File: config.mk
export PLATFORM = sky130hd
export DESIGN_NAME = reg_bank_array
export DESIGN_NICKNAME = d
export VERILOG_FILES = /design/src/verilog/prf_pkg.sv /design/src/verilog/reg_bank_array.sv
export SDC_FILE = /design/constraint.sdc
export NUM_CORES = 2
export LEC_CHECK = 0
export BUFFER_PORTS_ARGS = -buffer_cell sky130_fd_sc_hd__buf_2
export CORE_ASPECT_RATIO = 2
export CORE_MARGIN = 2
export CORE_UTILIZATION = 50
export DETAILED_ROUTE_END_ITERATION = 10
export PLACE_DENSITY = 0.67
export SYNTH_ARGS = -nofsm -noshare
export SYNTH_HDL_FRONTEND = slang
export SYNTH_SLANG_ARGS = --single-unit
File: constraint.sdc
create_clock -name CLK -period 3.5 [get_ports CLK]
set_clock_uncertainty 0.05 [all_clocks]
set_input_delay 0.35 -clock CLK [delete_from_list [all_inputs] [get_ports CLK]]
set_output_delay 0.35 -clock CLK [all_outputs]
set_load 0.03 [all_outputs]
File: src/verilog/prf_pkg.sv
// physical register file definitions
`default_nettype none

package prf_pkg;

    // ------------------------------------------------------------
    // default sizes

    localparam int DEF_PR_COUNT   = 64;
    localparam int DEF_BANK_COUNT = 4;
    localparam int DEF_RR_COUNT   = 6;
    localparam int DEF_WR_COUNT   = 4;

    // one register value
    typedef logic [31:0] prf_word_t;

    // ------------------------------------------------------------
    // register number split, bank count is a power of two

    function automatic int unsigned bank_of(input int unsigned pr, input int unsigned bank_count);
        return pr % bank_count;
    endfunction

    function automatic int unsigned upper_of(input int unsigned pr, input int unsigned bank_count);
        return pr / bank_count;
    endfunction

endpackage

`default_nettype wire

File: src/verilog/reg_bank_array.sv
// banked register storage
`timescale 1ns/1ns
`default_nettype none

module reg_bank_array import prf_pkg::*; #(
    parameter int  PR_COUNT   = DEF_PR_COUNT,
    parameter int  BANK_COUNT = DEF_BANK_COUNT,
    localparam int ROWS       = PR_COUNT / BANK_COUNT,
    localparam int ROW_W      = $clog2(PR_COUNT) - $clog2(BANK_COUNT)
) (
    input  logic                                      CLK,
    input  logic                                      nRST,
    input  logic      [BANK_COUNT-1:0]                wb_bus_valid,
    input  logic      [BANK_COUNT-1:0][ROW_W-1:0]     wb_bus_upper_pr,
    input  prf_word_t [BANK_COUNT-1:0]                wb_bus_data,
    input  logic      [BANK_COUNT-1:0][1:0][ROW_W-1:0] rd_row,
    output prf_word_t [BANK_COUNT-1:0][1:0]           rd_data
);

    prf_word_t [BANK_COUNT-1:0][ROWS-1:0] mem;

    // one write per bank, taken at the end of the bus cycle
    always_ff @(posedge CLK, negedge nRST) begin
        if (!nRST) begin
            mem <= '0;
        end else begin
            for (int b = 0; b < BANK_COUNT; b++) begin
                if (wb_bus_valid[b]) begin
                    mem[b][wb_bus_upper_pr[b]] <= wb_bus_data[b];
                end
            end
        end
    end

    // both ports read from the registered rows
    always_comb begin
        for (int b = 0; b < BANK_COUNT; b++) begin
            rd_data[b][0] = mem[b][rd_row[b][0]];
            rd_data[b][1] = mem[b][rd_row[b][1]];
        end
    end

endmodule

`default_nettype wire

==> results by group <==
Layout
  – Final core utilization: a little under three fifths
  – Post-route cell area: 0.1204 mm²
  – Largest regs: mem x2048
  – Share of cells above drive strength 1: 57.62%
  – Filler instances: 16570
  – Nets: 7247
  – Area growth syn-to-layout: 13.74%
  – Most flop-heavy register: mem
  – Largest register FFs: 2048

Pwr
  – Switching share of power: 29.09%
  – Comb power frac: around 25%
  – VDD IR max: 0.5924 mV
  – Static Leak: 50.44 nW
  – Pwr dens: 613.5 mW/mm²
  – Flop pwr share: 45.0%
  – Switch Pwr: 0.02148 W
  – Pint: between 0.05 and 0.06 W
  – Clock power share: 30.0%

CTS
  – Clock-pin slew on the worst setup and hold paths: 0.06 ns
  – CTS Sinks: 2048
  – CTS root buf: clkbuf_16
  – Clock buffer depth: 4
  – Worst skew pair latency: about 0.85 ns
  – H-Tree Depth: 4
  – TritonCTS buffer count: between 150 and 200
  – Post-CTS setup buffers: 0
  – CTS tree: built

Synth
  – Syn Inst Count: ~6700
  – Biggest area consumer among synthesized cells: dfrtp_1
  – Top post-synthesis cells by area: dfrtp_1, mux4_2, mux2_2
  – Post-synthesis sequential area ratio: 48.43%
  – Synth unique cells: 18
  – Syn_area_per_cell: 15.79 µm²
  – Net count after synthesis: 6886
  – Register bit count reported by yosys: 2048
  – Yosys warning count: 0
  – Mapped cell area: 0.1058 mm²
  – Synth top area share: 48.43%

Critical path
  – Reg-to-reg slack, setup: 2.62 ns
  – Critical path capture point type: primary output
  – CP Data Required Time: 3.10 ns
  – WP data arrival: 2.64 ns
  – Crit path max fanout: 3
  – Startpoint Class: flop
  – Setup CP Type: flop to primary output
  – R2r worst-path depth: 1

Timing
  – Setup violations, final: 0
  – PnR worst setup slack: 0.4592 ns
  – Final period util: between 80 and 90%
  – Fmax: 0.3289 GHz
  – Max transition margin: between 10% and 20%
  – Final Hold Fails: 0
  – Setup TNS: 0 ns
  – RSZ-0062 raised after global routing: no
  – Worst slew pin tran: approximately 1.2 ns
  – Final Max Slew Viols: 0
  – Final worst path period need: ~3.0 ns

GRT
  – Antenna violations before repair: 36
  – First-pass GRT wire length: 472300 µm
  – Vias in the first global route: a little over 70000
  – Largest net degree at the start of global routing: 162
  – Gr ovfl total: 0
  – GRT Total Usage: 29.43%

Floorplanning
  – Core ar.: 0.2102 mm²
  – Die ar.: 0.2156 mm²
  – Die height: ~650 µm
  – IO Pins: roughly 440
  – Initial Util: 50.34%
  – Die W: around 330 µm
  – Core Rows: 238

Place
  – GP Congestion: 0.8233
  – Port Buf Inserts: ~440
  – Hpwl dp: roughly 190000 µm
  – Cell Area, Placed: 0.1125 mm²
  – Pre-CTS setup slack: 0.5537 ns

Outcome
  – Status: complete, no violations

Detailed routing
  – Detailed-route DRC error count: 0
  – DR vias: 66230
  – Initial drt markers: 4798
  – Post-route antenna net violation count: 0
  – Post-Route WL: 314100 µm
  – DRT Pass-1 Iters: 6
  – Wire length per cell: 31.42 µm
  – Via density: ~6.6

Min path
  – Worst Hold Class: primary input to asynchronous set/reset pin

Job
  – Max-cap viol count: 0
-- synthesized netlist by cell type --
master	instances
dfrtp_1	2048
mux2_2	2015
mux4_2	1024
a22oi_1	512
clkbuf_1	377
buf_2	296
nand2_1	264
nor2_1	48
mux2_1	33
nand3b_1	16
nor2b_1	16
buf_1	15
or3_1	12
and2_1	8
nand2b_1	8
and3_1	4
nand3_1	4
nor3b_2	4
-- path summary, 6_finish.rpt --
path | startpoint | to
setup / recovery | mem[1146] | rd_data[186]
hold / removal | nRST | mem[1098]
setup reg to reg | mem[277] | mem[277]
hold reg to reg | mem[1945] | mem[1945]
max in group asynchronous | nRST | mem[1700]
min in group CLK | wb_bus_upper_pr[5] | mem[606]
-- kinds of logic (layout without fill, tap and decap cells) --
family                 count (synthesis)  in the layout  share of synthesized area [%]
AO/OA/AOI/OAI                        512            512                          3.632
buffers and inverters                688           1197                          2.790
flip-flops                          2048           2048                          48.43
multiplexers                        3072           3072                          43.58
other                                  0             24                              0
AND/OR/NAND/NOR                      384            384                          1.570
-- critical path: stages (launching register included) --
cell and delay, ns:
dfrtp_1 0.40, mux4_2 0.46, a22oi_1 0.48, nand2_1 0.25, buf_2 0.24
-- power groups by stage --
stage / logic (W) / clock network (W) / registers (W)
final: 0.0184 / 0.0222 / 0.0333
after global placement: 0.0179 / 0 / 0.0330
after detailed placement: 0.0183 / 0 / 0.0336
after floorplan: 0.0138 / 0 / 0.0321
after CTS: 0.0185 / 0.0226 / 0.0332
after global routing: 0.0196 / 0.0235 / 0.0340
-- layer usage --
layer  share of wire, %  GRT usage [%]  vias up
met1                 37          36.35    36020
met4                4.7          13.08       22
li1                   -              -    26900
met5              0.051              0        -
met3                6.9          5.541      807
met2                 51          50.25     2481
-- final cells by class --
class	count	area, µm²	area share (%)
Tap cell	2760	3453	2.869
Clock buffer	285	5744	4.772
Timing Repair Buffer	849	6920	5.749
Antenna cell	24	60.06	0.04989
Multi-Input combinational cell	3968	52120	43.30
Clock inverter	63	820.8	0.6819
Sequential cell	2048	51250	42.58
-- what timing repair did --
item | 4_1_cts | 5_1_grt
gates resized for setup | 0 | 0
hold endpoints to repair | 2354 | 0
hold buffers | 129 | 0
-- stage by stage --
step	total power [W]	hold WS [ns]	instances
finish	0.07384	0.03494	9997
CTS	0.07432	0.01990	9973
global placement	0.05089	0.2938	9496
global route	0.07703	0.05439	9987
detailed placement	0.05197	0.3005	9496
floorplan	0.04591	0.004409	6704
-- layout by cell type, fill, tap and decap left out --
cell	count
buf_6	8
mux4_2	1024
nand3b_1	16
clkbuf_1	43
and3_2	4
nor2_1	4
clkinv_2	30
and2_2	8
clkinvlp_4	7
a22oi_1	512
clkinv_4	2
mux2_1	33
dlygate4sd3_1	129
buf_8	5
buf_4	189
nor2b_4	16
inv_6	5
clkinv_8	1
nand2_1	260
dfrtp_1	2048
mux2_2	2015
buf_12	95
nand2_2	4
or3_2	12
nor2_4	44
buf_2	420
bufinv_16	18
clkbuf_8	45
nand3_1	4
nand2b_1	8
clkbuf_16	200
diode_2	24
nor3b_2	4
No activity file was read; power rests on OpenSTA's default activity.
