$ cat src/verilog/prf_pkg.sv
// physical register file definitions
`default_nettype none

package prf_pkg;

    // ------------------------------------------------------------
    // default sizes

    localparam int DEF_PR_COUNT   = 64;
    localparam int DEF_BANK_COUNT = 4;
    localparam int DEF_RR_COUNT   = 6;
    localparam int DEF_WR_COUNT   = 4;

    // one register value
    typedef logic [31:0] prf_word_t;

    // ------------------------------------------------------------
    // register number split, bank count is a power of two

    function automatic int unsigned bank_of(input int unsigned pr, input int unsigned bank_count);
        return pr % bank_count;
    endfunction

    function automatic int unsigned upper_of(input int unsigned pr, input int unsigned bank_count);
        return pr / bank_count;
    endfunction

endpackage

`default_nettype wire

$ cat src/verilog/wb_hold.sv
// writeback hold buffer
`timescale 1ns/1ns
`default_nettype none

module wb_hold import prf_pkg::*; #(
    parameter int WR_COUNT   = DEF_WR_COUNT,
    parameter int PR_COUNT   = DEF_PR_COUNT,
    localparam int PR_W      = $clog2(PR_COUNT)
) (
    input  logic                               CLK,
    input  logic                               nRST,
    input  logic      [WR_COUNT-1:0]           wb_valid,
    input  logic      [WR_COUNT-1:0][PR_W-1:0] wb_pr,
    input  prf_word_t [WR_COUNT-1:0]           wb_data,
    input  logic      [WR_COUNT-1:0]           grant,
    output logic      [WR_COUNT-1:0]           req_valid,
    output logic      [WR_COUNT-1:0][PR_W-1:0] req_pr,
    output prf_word_t [WR_COUNT-1:0]           req_data,
    output logic      [WR_COUNT-1:0]           wb_ready
);

    logic      [WR_COUNT-1:0]           held_valid;
    logic      [WR_COUNT-1:0][PR_W-1:0] held_pr;
    prf_word_t [WR_COUNT-1:0]           held_data;

    // ------------------------------------------------------------
    // presented write, held entry first

    always_comb begin
        for (int w = 0; w < WR_COUNT; w++) begin
            req_valid[w] = held_valid[w] | wb_valid[w];
            req_pr[w]    = held_valid[w] ? held_pr[w] : wb_pr[w];
            req_data[w]  = held_valid[w] ? held_data[w] : wb_data[w];
        end
    end

    // stall only while both a held and a new write exist
    assign wb_ready = ~(held_valid & wb_valid);

    // ------------------------------------------------------------
    // capture what lost arbitration

    always_ff @(posedge CLK, negedge nRST) begin
        if (!nRST) begin
            held_valid <= '0;
        end else begin
            held_valid <= req_valid & ~grant;
        end
    end

    always_ff @(posedge CLK) begin
        for (int w = 0; w < WR_COUNT; w++) begin
            if (req_valid[w] && !grant[w]) begin
                held_pr[w]   <= req_pr[w];
                held_data[w] <= req_data[w];
            end
        end
    end

endmodule

`default_nettype wire

$ cat config.mk
export PLATFORM = sky130hd
export DESIGN_NAME = wb_hold
export DESIGN_NICKNAME = d
export VERILOG_FILES = /design/src/verilog/prf_pkg.sv /design/src/verilog/wb_hold.sv
export SDC_FILE = /design/constraint.sdc
export NUM_CORES = 1
export LEC_CHECK = 0
export BUFFER_PORTS_ARGS = -buffer_cell sky130_fd_sc_hd__buf_2
export CAP_MARGIN = 20
export CORE_MARGIN = 1.5
export CORE_UTILIZATION = 45
export CTS_CLUSTER_DIAMETER = 100
export DETAILED_ROUTE_END_ITERATION = 10
export GPL_ROUTABILITY_DRIVEN = 0
export GPL_TIMING_DRIVEN = 0
export PLACE_DENSITY = 0.85
export SLEW_MARGIN = 20
export SYNTH_ARGS = -nofsm -noshare
export SYNTH_HDL_FRONTEND = slang
export SYNTH_SLANG_ARGS = --single-unit
$ cat constraint.sdc
create_clock -name CLK -period 2.85 [get_ports CLK]
set_input_delay 0.285 -clock CLK [delete_from_list [all_inputs] [get_ports CLK]]
set_output_delay 0.285 -clock CLK [all_outputs]
set_load 0.01 [all_outputs]
==> impl_results.md <==
- Deepest clock path buffer count: 2
- Routed met3 length: between 1000 and 1500 µm
- Final setup TNS: 0 ns
- Sort of element at the start of the critical path: flip-flop
- Ranking of synthesized cells by area: sky130_fd_sc_hd__edfxtp_1 (62%), sky130_fd_sc_hd__mux2_4 (30%), sky130_fd_sc_hd__buf_12 (3.3%), sky130_fd_sc_hd__dfrtp_1 (1.4%), sky130_fd_sc_hd__buf_6 (0.77%)
- Endpoint required time on the critical path: 2.88 ns
- Combinational power share: 0.172
- Worst slew margin relative to its limit: 0.3259
- Largest stage delay on the critical path: 0.82 ns
- Synth cell count leaders: sky130_fd_sc_hd__edfxtp_1 (152), sky130_fd_sc_hd__mux2_4 (148), sky130_fd_sc_hd__buf_12 (12)
- Routed len/inst: ~18 µm
- Hold Fails Final Rpt: 0
- Lkg Pwr: 4.398 nW
- Synthesized instance count: 340
- Sw frac: 0.2454
- Most common flop cell mapped by yosys: sky130_fd_sc_hd__edfxtp_1
- Std cell rows: between 40 and 50
- Fin crit share: 0.6551
- Result of the run: finished, final reports clean
- Clock buffers created by TritonCTS: 17
- Initial antenna violation count: 1
- Finished Cell Area: around 9800 µm²
- Total power after layout: 6.131 mW
- Number of standard cells in the final layout excluding fillers: 911
- Crit path max-delay family: compound AO/OA/AOI/OAI gates
- Top Ports: 322
- Internal power summed over all cells: 4.626 mW
- Via-to-Cell Ratio: 4.790
- Number of design rule violations left after detail routing: 0
- Post-Route WL: 16310 µm
- Mean area per synthesized cell: 21.63 µm²
- Cell-by-cell trace of the critical path: buf_6, buf_8, o21ba_2
- Most numerous cell in the Yosys netlist: sky130_fd_sc_hd__edfxtp_1
- Clock tree from TritonCTS: built
- Setup slack after layout: roughly 0.98 ns
- Die Y: 130.8 µm
- Worst path arrival time: roughly 1.9 ns
- Hold endpoint: held_data[9]$_DFFE_PP_
- Clock root buffer master: sky130_fd_sc_hd__clkbuf_16
- Filler Cells Inserted: 1199
- Total global routing track utilization: 0.1819
- Iteration-0 DRC Markers: 192
- Sort of element at the end of the critical path: flip-flop
- Via count of the first global-routing pass: 4426
- Number of placed instances with taps included: 877
- Met1 Routed Length: between 6000 and 7000 µm
- CTS Sinks: 156
- DR vias: around 4400
- Clock slew at the register clock pins of the worst setup and hold paths: around 0.07 ns
- Register area share after synthesis: 0.6343
- Fraction of registers with async set or reset after synthesis: 0.02564
- Sequential cell area: about 4700 µm²
- Worst Reg-to-Reg Cells: 3
- Share of power burned in the clock network: 0.375
- Class of the most critical setup path: reg2reg
- Cell area after synthesis: 7353 µm²
- Core Region: 15940 µm²
- Latest clock arrival within the worst-skew pair: 0.42 ns
- Drt pass-1 iters: 4
- FF-to-FF End: held_data[58]$_DFFE_PP_
- Critical path buffers and inverters: 2
- Top-area cell type share of the netlist area: 0.6207
- Clock skew: approximately 0.011 ns
- Uppermost metal layer occupied by signal nets: met4
- Setup violators final: 0
- Type of the most critical hold path: in2reg
- Initial Util: 0.4612
- Transition time of the tightest slew-check pin: 1.011 ns
- Power spent charging and discharging nets: 1.505 mW
- Remaining Overflow, GRT: 0
- Placement-stage cell area: 9230 µm²
- Die extent in x: 130.8 µm
- Post-CTS setup buffers: 0
- Pin count of the biggest net entering global routing: 40
- Floorplan die area: 17120 µm²
- FF-to-FF setup slack: 0.98 ns
- Highest clock frequency the design can meet: 535.6 MHz
- Post-detailed-route count of antenna-violating nets: 0
- Area added between synthesis and finish: 33.84%
- Flop pwr share: 0.453
- Hold path depth: 2
- Cell with the largest stage delay on the worst path: sky130_fd_sc_hd__o21ba_2
- EDFF count, synth: 152
- Final HPWL DP: 12030 µm
- Unrepaired setup endpoints after global routing: false
- Source of the worst register-to-register timing path: held_valid[1]$_DFF_PN0_
- Worst slack after detailed placement: 0.9470 ns
- Fraction of layout cells with a size suffix above 1: 0.7680
- Maximum level of the CTS H-tree: 4
- Synthesis Warnings: 0
- Wire length of the first global-routing pass: 23160 µm
- Time the worst path needs with I/O delays and setup: between 1.5 and 2 ns
- Synth area leader: sky130_fd_sc_hd__edfxtp_1
- Multi-input gate area in the final layout: 2347 µm²
- Max-cap violation count: 0
- Power density cells: 623.0 nW/µm²
- Flops & latches, synth: 156
- Hold path start: wb_data[9]
- Number of slew-limit violations in the final report: 0
- Worst VDD drop: 0.4145 mV
- Count of input and output buffers: 321
- Distinct cells, synth: 10
- Final net count: 843
- Maximum fanout count along the critical path: 39
- Synth Net Count: 502
- Detailed-routed wire length on met2: ~8300 µm
## through the flow
stage	hold WS, ns	util
floorplan	-0.01059	-
global placement	0.1426	0.5790
detailed placement	0.1396	0.5790
CTS	0.1516	0.6172
global route	0.1545	0.6173
finish	0.1756	0.6173
## worst max-delay path by stage
stage | startpoint | endpoint | slack (ns) | cells after the start
final | held_valid[1]$_DFF_PN0_ | held_data[58]$_DFFE_PP_ | 0.98 | 3
after global routing | held_valid[1]$_DFF_PN0_ | held_data[37]$_DFFE_PP_ | 0.86 | 3
after CTS | held_valid[1]$_DFF_PN0_ | held_data[58]$_DFFE_PP_ | 0.94 | 3
after detailed placement | held_valid[1]$_DFF_PN0_ | held_data[58]$_DFFE_PP_ | 0.95 | 3
after global placement | held_valid[0]$_DFF_PN0_ | held_data[19]$_DFFE_PP_ | 1.05 | 3
after floorplan | held_valid[3]$_DFF_PN0_ | held_data[100]$_DFFE_PP_ | 1.23 | 3
## power groups by stage
stage | clock, mW | sequential [mW] | combinational (mW)
2_1_floorplan | 0 | 2.80 | 0.670
3_3_place_gp | 0 | 2.81 | 1.02
3_5_place_dp | 0 | 2.82 | 1.06
4_1_cts | 2.34 | 2.78 | 1.07
5_1_grt | 2.44 | 2.79 | 1.13
6_report | 2.30 | 2.78 | 1.06
## sequential cells by signal, indices dropped and copies added, names as in the netlist
name and count:
held_valid 4, held_data 128, held_pr 24
## kinds of logic after synthesis
kind of cell,share of synthesized area
flip-flops,0.6343
multiplexers,0.3083
buffers and inverters,0.04645
AND/OR/NAND/NOR,0.005444
AO/OA/AOI/OAI,0.005445
## per-layer routing
layer,vias up,track usage
met5,-,0
met4,0,0.07175
met3,21,0.05537
met2,199,0.3127
met1,2132,0.2140
li1,2012,-
## cells in the final DEF (no fill, tap or decap), types with 3 or more instances in the layout
cell / netlist / routed
sky130_fd_sc_hd__buf_2: 0 / 321
sky130_fd_sc_hd__edfxtp_1: 152 / 152
sky130_fd_sc_hd__mux2_4: 148 / 148
sky130_fd_sc_hd__clkbuf_16: 0 / 17
sky130_fd_sc_hd__buf_12: 12 / 12
sky130_fd_sc_hd__inv_6: 0 / 7
sky130_fd_sc_hd__buf_6: 5 / 5
sky130_fd_sc_hd__nand2_1: 4 / 4
sky130_fd_sc_hd__or2_2: 4 / 4
sky130_fd_sc_hd__mux2_2: 4 / 4
sky130_fd_sc_hd__o21ba_2: 4 / 4
sky130_fd_sc_hd__dfrtp_1: 4 / 4
sky130_fd_sc_hd__buf_8: 3 / 3
## repair_timing
item / CTS / global route
gates resized for setup: 0 / 0
endpoints found under the hold margin: 4 / 0
hold buffers: 1 / 0
endpoints found under the setup margin: 0 / 0
## area by class of cell
class,count,area share
Tap cell,216,0.02746
Sequential cell,156,0.4739
Timing Repair Buffer,322,0.1643
Clock buffer,17,0.04322
Clock inverter,15,0.01767
Buffer,20,0.03471
Multi-Input combinational cell,164,0.2385
Antenna cell,1,0.0002543
Note: power is estimated with default switching activity, not from simulation.
