$ cat src/verilog/prf_pkg.sv
// physical register file definitions
`default_nettype none

package prf_pkg;

    // ------------------------------------------------------------
    // default sizes

    localparam int DEF_PR_COUNT   = 64;
    localparam int DEF_BANK_COUNT = 4;
    localparam int DEF_RR_COUNT   = 6;
    localparam int DEF_WR_COUNT   = 4;

    // one register value
    typedef logic [31:0] prf_word_t;

    // ------------------------------------------------------------
    // register number split, bank count is a power of two

    function automatic int unsigned bank_of(input int unsigned pr, input int unsigned bank_count);
        return pr % bank_count;
    endfunction

    function automatic int unsigned upper_of(input int unsigned pr, input int unsigned bank_count);
        return pr / bank_count;
    endfunction

endpackage

`default_nettype wire

$ cat src/verilog/bank_arbiter.sv
// rotating priority bank arbiter
`timescale 1ns/1ns
`default_nettype none

module bank_arbiter import prf_pkg::*; #(
    parameter int  N         = DEF_RR_COUNT,
    parameter type payload_t = prf_word_t
) (
    input  logic           CLK,
    input  logic           nRST,
    input  logic [N-1:0]   req,
    input  payload_t       payload [N],
    output logic [N-1:0]   grant,
    output payload_t       sel_payload,
    output logic           any_grant
);

    localparam int PW = $bits(payload_t);

    logic [N-1:0]  mask;
    logic [N-1:0]  next_mask;
    logic [N-1:0]  masked_req;
    logic [N-1:0]  pick_vec;
    logic [PW-1:0] payload_or;

    // one-hot of the highest set bit
    function automatic logic [N-1:0] highest(input logic [N-1:0] vec);
        logic [N-1:0] one_hot;
        one_hot = '0;
        for (int i = N - 1; i >= 0; i--) begin
            if (vec[i] && (one_hot == '0)) begin
                one_hot[i] = 1'b1;
            end
        end
        return one_hot;
    endfunction

    // masked requests win when any are left in this round
    assign masked_req = req & mask;
    assign pick_vec   = (|masked_req) ? masked_req : req;
    assign grant      = highest(pick_vec);
    assign any_grant  = |req;

    // one-hot payload mux
    always_comb begin
        logic [PW-1:0] entry_bits;
        payload_or = '0;
        for (int i = 0; i < N; i++) begin
            entry_bits = payload[i];
            payload_or = payload_or | (entry_bits & {PW{grant[i]}});
        end
    end

    assign sel_payload = payload_or;

    // after a grant to r only requesters below r stay in the round
    always_comb begin
        next_mask = mask;
        for (int i = 0; i < N; i++) begin
            if (grant[i]) begin
                next_mask = (N'(1) << i) - N'(1);
            end
        end
    end

    always_ff @(posedge CLK, negedge nRST) begin
        if (!nRST) begin
            mask <= '0;
        end else begin
            mask <= next_mask;
        end
    end

endmodule

`default_nettype wire

$ cat src/verilog/read_port_select.sv
// register read port selection
`timescale 1ns/1ns
`default_nettype none

module read_port_select import prf_pkg::*; #(
    parameter int  PR_COUNT   = DEF_PR_COUNT,
    parameter int  BANK_COUNT = DEF_BANK_COUNT,
    parameter int  RR_COUNT   = DEF_RR_COUNT,
    localparam int PR_W       = $clog2(PR_COUNT),
    localparam int ROW_W      = PR_W - $clog2(BANK_COUNT)
) (
    input  logic                                   CLK,
    input  logic                                   nRST,
    input  logic [RR_COUNT-1:0]                    rd_req_valid,
    input  logic [RR_COUNT-1:0][PR_W-1:0]          rd_req_pr,
    output logic [RR_COUNT-1:0]                    rd_ack,
    output logic [RR_COUNT-1:0]                    rd_port,
    output logic [BANK_COUNT-1:0][1:0][ROW_W-1:0]  rd_row
);

    typedef logic [ROW_W-1:0] row_t;

    logic [BANK_COUNT-1:0][RR_COUNT-1:0] req_by_bank;
    logic [BANK_COUNT-1:0][RR_COUNT-1:0] port1_req;
    logic [BANK_COUNT-1:0][RR_COUNT-1:0] port0_grant;
    logic [BANK_COUNT-1:0][RR_COUNT-1:0] port1_grant;
    logic [BANK_COUNT-1:0]               port0_any;
    logic [BANK_COUNT-1:0]               port1_any;
    row_t                                row_by_rr [RR_COUNT];
    row_t                                port0_row [BANK_COUNT];
    row_t                                port1_row [BANK_COUNT];

    // ------------------------------------------------------------
    // route requests to banks

    always_comb begin
        req_by_bank = '0;
        for (int r = 0; r < RR_COUNT; r++) begin
            row_by_rr[r] = ROW_W'(upper_of(rd_req_pr[r], BANK_COUNT));
            for (int b = 0; b < BANK_COUNT; b++) begin
                req_by_bank[b][r] = rd_req_valid[r] &&
                    (bank_of(rd_req_pr[r], BANK_COUNT) == b);
            end
        end
    end

    // ------------------------------------------------------------
    // two ports per bank, port 1 sees what port 0 left

    for (genvar b = 0; b < BANK_COUNT; b++) begin : g_bank
        assign port1_req[b] = req_by_bank[b] & ~port0_grant[b];

        bank_arbiter #(
            .N         (RR_COUNT),
            .payload_t (row_t)
        ) port0_arb_i (
            .CLK         (CLK),
            .nRST        (nRST),
            .req         (req_by_bank[b]),
            .payload     (row_by_rr),
            .grant       (port0_grant[b]),
            .sel_payload (port0_row[b]),
            .any_grant   (port0_any[b])
        );

        bank_arbiter #(
            .N         (RR_COUNT),
            .payload_t (row_t)
        ) port1_arb_i (
            .CLK         (CLK),
            .nRST        (nRST),
            .req         (port1_req[b]),
            .payload     (row_by_rr),
            .grant       (port1_grant[b]),
            .sel_payload (port1_row[b]),
            .any_grant   (port1_any[b])
        );
    end

    // a requester maps to one bank, so OR over banks is safe
    always_comb begin
        rd_ack  = '0;
        rd_port = '0;
        for (int b = 0; b < BANK_COUNT; b++) begin
            rd_ack  = rd_ack | port0_grant[b] | port1_grant[b];
            rd_port = rd_port | port1_grant[b];
        end
    end

    // read rows, data follows next cycle
    always_ff @(posedge CLK, negedge nRST) begin
        if (!nRST) begin
            rd_row <= '0;
        end else begin
            for (int b = 0; b < BANK_COUNT; b++) begin
                if (port0_any[b]) begin
                    rd_row[b][0] <= port0_row[b];
                end
                if (port1_any[b]) begin
                    rd_row[b][1] <= port1_row[b];
                end
            end
        end
    end

endmodule

`default_nettype wire

$ cat config.mk
export PLATFORM = sky130hd
export DESIGN_NAME = read_port_select
export DESIGN_NICKNAME = d
export VERILOG_FILES = /design/src/verilog/prf_pkg.sv /design/src/verilog/bank_arbiter.sv /design/src/verilog/read_port_select.sv
export SDC_FILE = /design/constraint.sdc
export NUM_CORES = 1
export LEC_CHECK = 0
export BUFFER_PORTS_ARGS = -buffer_cell sky130_fd_sc_hd__buf_4
export CAP_MARGIN = 40
export CELL_PAD_IN_SITES_DETAIL_PLACEMENT = 0
export CELL_PAD_IN_SITES_GLOBAL_PLACEMENT = 1
export CORE_ASPECT_RATIO = 0.7
export CORE_MARGIN = 2
export CORE_UTILIZATION = 30
export CTS_BUF_LIST = sky130_fd_sc_hd__clkbuf_2 sky130_fd_sc_hd__clkbuf_4 sky130_fd_sc_hd__clkbuf_8
export CTS_CLUSTER_DIAMETER = 50
export DETAILED_ROUTE_END_ITERATION = 7
export PLACE_DENSITY = 0.64
export SKIP_LAST_GASP = 1
export SLEW_MARGIN = 10
export SYNTH_ARGS = -nofsm -noshare
export SYNTH_HDL_FRONTEND = slang
export SYNTH_SLANG_ARGS = --single-unit
$ cat constraint.sdc
create_clock -name CLK -period 13.6 [get_ports CLK]
set_input_delay 3.4 -clock CLK [delete_from_list [all_inputs] [get_ports CLK]]
set_output_delay 3.4 -clock CLK [all_outputs]
set_load 0.01 [all_outputs]
==> results.toml <==
[routing]
route.detailed.drc = 0
vias_per_cell = 6.35
wl_um = 26200
dr.pass1.iters = 7
drt_iter0_drc = 915
wire_per_inst_um = 24.7
final_antenna_net_count = 0
vias = 6753

[die]
initial_core_util_pct = 30.8
rows = 42
core_area_um2 = 19000
die_h_um = 121
io_pins = 88
die_area_um2 = 20600
die_w_um = 171

[critical_path]
worst_ep_arrival_time_ns = 7.78
end_kind = "output port"
cp_max_fo = 14
path_cells = "buf_4 > nand4b_1 > and2_1 > nand3_1 > a41oi_1 > a211oi_2 > nand3_1 > nor2_1 > nor3_1 > or4_4 > or4_1 > buf_4"
path_class = "primary input to output port"
worstSetupStartpointType = "primary input"
crit_slowest_cell = "or4_1"
cp.required_ns = 10.20
cpPeakStageDelay_ns = 0.59

[clocking]
numCtsBuffers = 9
htreeDepth = 3
ctsResizeCount = 0
clk_pin_slew_ns = 0.09
clock-sinks = 72
worstSkewPairLatency_ns = 0.38
clockBufferDepth = 2
cts-hold-fix-buffers = 0
root_buffer = "clkbuf_8"
tritoncts = "built"
post_cts_buffers = 0

[synth]
yosysUniqueCellTypes = 85
syn_area_um2 = 5830
postSynthAreaPerCell_um2 = 7.98
synth_enable_flop_cells = 0
synthFlopType = "dfrtp_1"
seq_area_frac_synth_pct = 30.9
ys_ff_latch = 72
yosys_warnings = 0
syn_inst = 731
syn_nets = 775
async_flop_share_pct = 100

[timing]
worst_slew_pin_slew_ns = 1.00
rsz0062_at_grt = "no"
setup_tns_ns = 0
hold_violations = 0
setup_violations = 0
drv_slew = 0
worst_slack_ns = 2.42
finalCritPeriodShare_pct = 82.2
finClkSkew_ns = 0.00585
max_slew_margin_pct = 32.6
period_needed_ns = 11.18
clock.fmax_mhz = 89.4

[placement]
io_buffers = 87
gp_congestion = 0.921
pre_cts_slack_ns = 2.57
post-dp-hpwl_um = 20200

[global_routing]
grt_usage_pct = 25.6
grt_max_degree = 57
grt_pass1_vias = 6412
grt_pass1_wl_um = 39400
grt-ovfl-total = 0
antenna_found_initial = 0

[run_status]
outcome = "completed"

[layout]
fill_cells = 1977
multiInputGateArea_um2 = 3710
final_cell_mix = "buf_4 (99), nand2_1 (97), dfrtp_1 (72)"
final_nets = 838
drive_above_1_share_pct = 19.8
syn2layout_area_growth_pct = 19.5
seq_area_um2 = 1800
layout_commonest_cell = "buf_4"
num_antenna_cells = 0

[pwr]
irDropWorstVdd_mv = 0.0535
p_leak_uw = 0.00307
pwr_density_cell_nw_per_um2 = 125
finalPower_uw = 870

[flow_run]
cap_violations = 0

[min_path]
hold_path.class = "flip-flop to flip-flop"
==> state kept, by name, summed over array words and instances, names as in the netlist <==
signal / flops
g_bank.port1_arb_i.mask: 20
rd_row: 32
g_bank.port0_arb_i.mask: 20
==> final cells by class <==
type	count	share of cell area (%)
multi-input cells	583	53.3
clock inverters	7	1.72
clock buffers	9	1.78
inverters	24	1.29
well taps	264	4.74
flip-flops and latches	72	25.9
repair buffers	104	11.3
==> critical path, delay by kind of cell <==
kind                   cells  cell delay (ns)
buffers and inverters      2             0.32
and+or+nand+nor            8             3.16
AOI/OAI and AO/OA          2             0.90
==> power by group <==
group,internal [uW],switching [uW]
logic,139,185
registers,272,54.8
clock network,122,97.3
==> metal layers <==
layer  routed length, um  global-route usage, %  up-vias
li1                    -                      -     2960
met1               11300                   36.2     3298
met2               11300                   38.2      438
met3                3040                   7.53       57
met4                 578                   6.41        0
met5                   0                      0        -
==> kinds of logic after synthesis <==
logic type             Yosys count  share of synthesized area, %
buffers and inverters           76                          5.58
flip-flops                      72                          30.9
AO/OA/AOI/OAI                  261                          34.4
AND/OR/NAND/NOR                321                          29.0
multiplexers                     1                         0.193
==> worst paths after layout <==
check,endpoint,depth (start not counted),start,slack (ns)
max in group asynchronous,g_bank[3].port0_arb_i.mask[3],2,nRST,10.11
hold reg to reg,rd_row[3],2,rd_row[3],0.52
hold / removal,rd_row[3],2,rd_row[3],0.52
setup / recovery,rd_ack[4],12,rd_req_pr[7],2.42
setup reg to reg,rd_row[12],10,g_bank[1].port0_arb_i.mask[1],9.53
min in group asynchronous,g_bank[1].port0_arb_i.mask[0],1,nRST,2.89
==> through the flow <==
| stage | utilization [%] | instances | instance area (um^2) | hold slack (ns) |
|---|---|---|---|---|
| 3_3_place_gp | 35.1 | 1039 | 6660 | 0.489 |
| 6_report | 36.7 | 1063 | 6970 | 0.519 |
| 2_1_floorplan | - | 731 | 5830 | 0.449 |
| 5_1_grt | 36.7 | 1063 | 6970 | 0.529 |
| 4_1_cts | 36.7 | 1061 | 6960 | 0.518 |
| 3_5_place_dp | 35.4 | 1045 | 6720 | 0.496 |
==> synthesized netlist by cell type (4+ instances only) <==
| library cell | n | area (um^2) |
|---|---|---|
| nand2_1 | 97 | 364 |
| dfrtp_1 | 72 | 1800 |
| nor2_1 | 66 | 248 |
| a21oi_1 | 52 | 260 |
| nand3_1 | 27 | 135 |
| inv_1 | 24 | 90.1 |
| a221oi_1 | 22 | 193 |
| a22oi_1 | 22 | 165 |
| a21o_1 | 20 | 150 |
| buf_1 | 20 | 75.1 |
| a31oi_1 | 19 | 119 |
| a32oi_1 | 17 | 149 |
| o21ai_0 | 17 | 85.1 |
| clkbuf_1 | 16 | 60.1 |
| nor3_1 | 15 | 75.1 |
| and3_1 | 13 | 81.3 |
| nor2b_1 | 12 | 75.1 |
| and2_1 | 11 | 68.8 |
| buf_2 | 11 | 55.1 |
| a221o_1 | 10 | 100 |
| nand4_1 | 10 | 62.6 |
| a222oi_1 | 9 | 90.1 |
| o211ai_1 | 9 | 67.6 |
| nand4b_1 | 8 | 70.1 |
| a41o_1 | 6 | 60.1 |
| nand2b_1 | 6 | 37.5 |
| nor4_1 | 6 | 37.5 |
| o221ai_1 | 6 | 52.6 |
| nand4bb_1 | 5 | 56.3 |
| nor3b_1 | 5 | 37.5 |
| or2_2 | 5 | 31.3 |
| a211o_1 | 4 | 35.0 |
| a41oi_1 | 4 | 35.0 |
| and3b_1 | 4 | 35.0 |
| nand3b_1 | 4 | 30.0 |
Power figures use the tool's default switching activity.
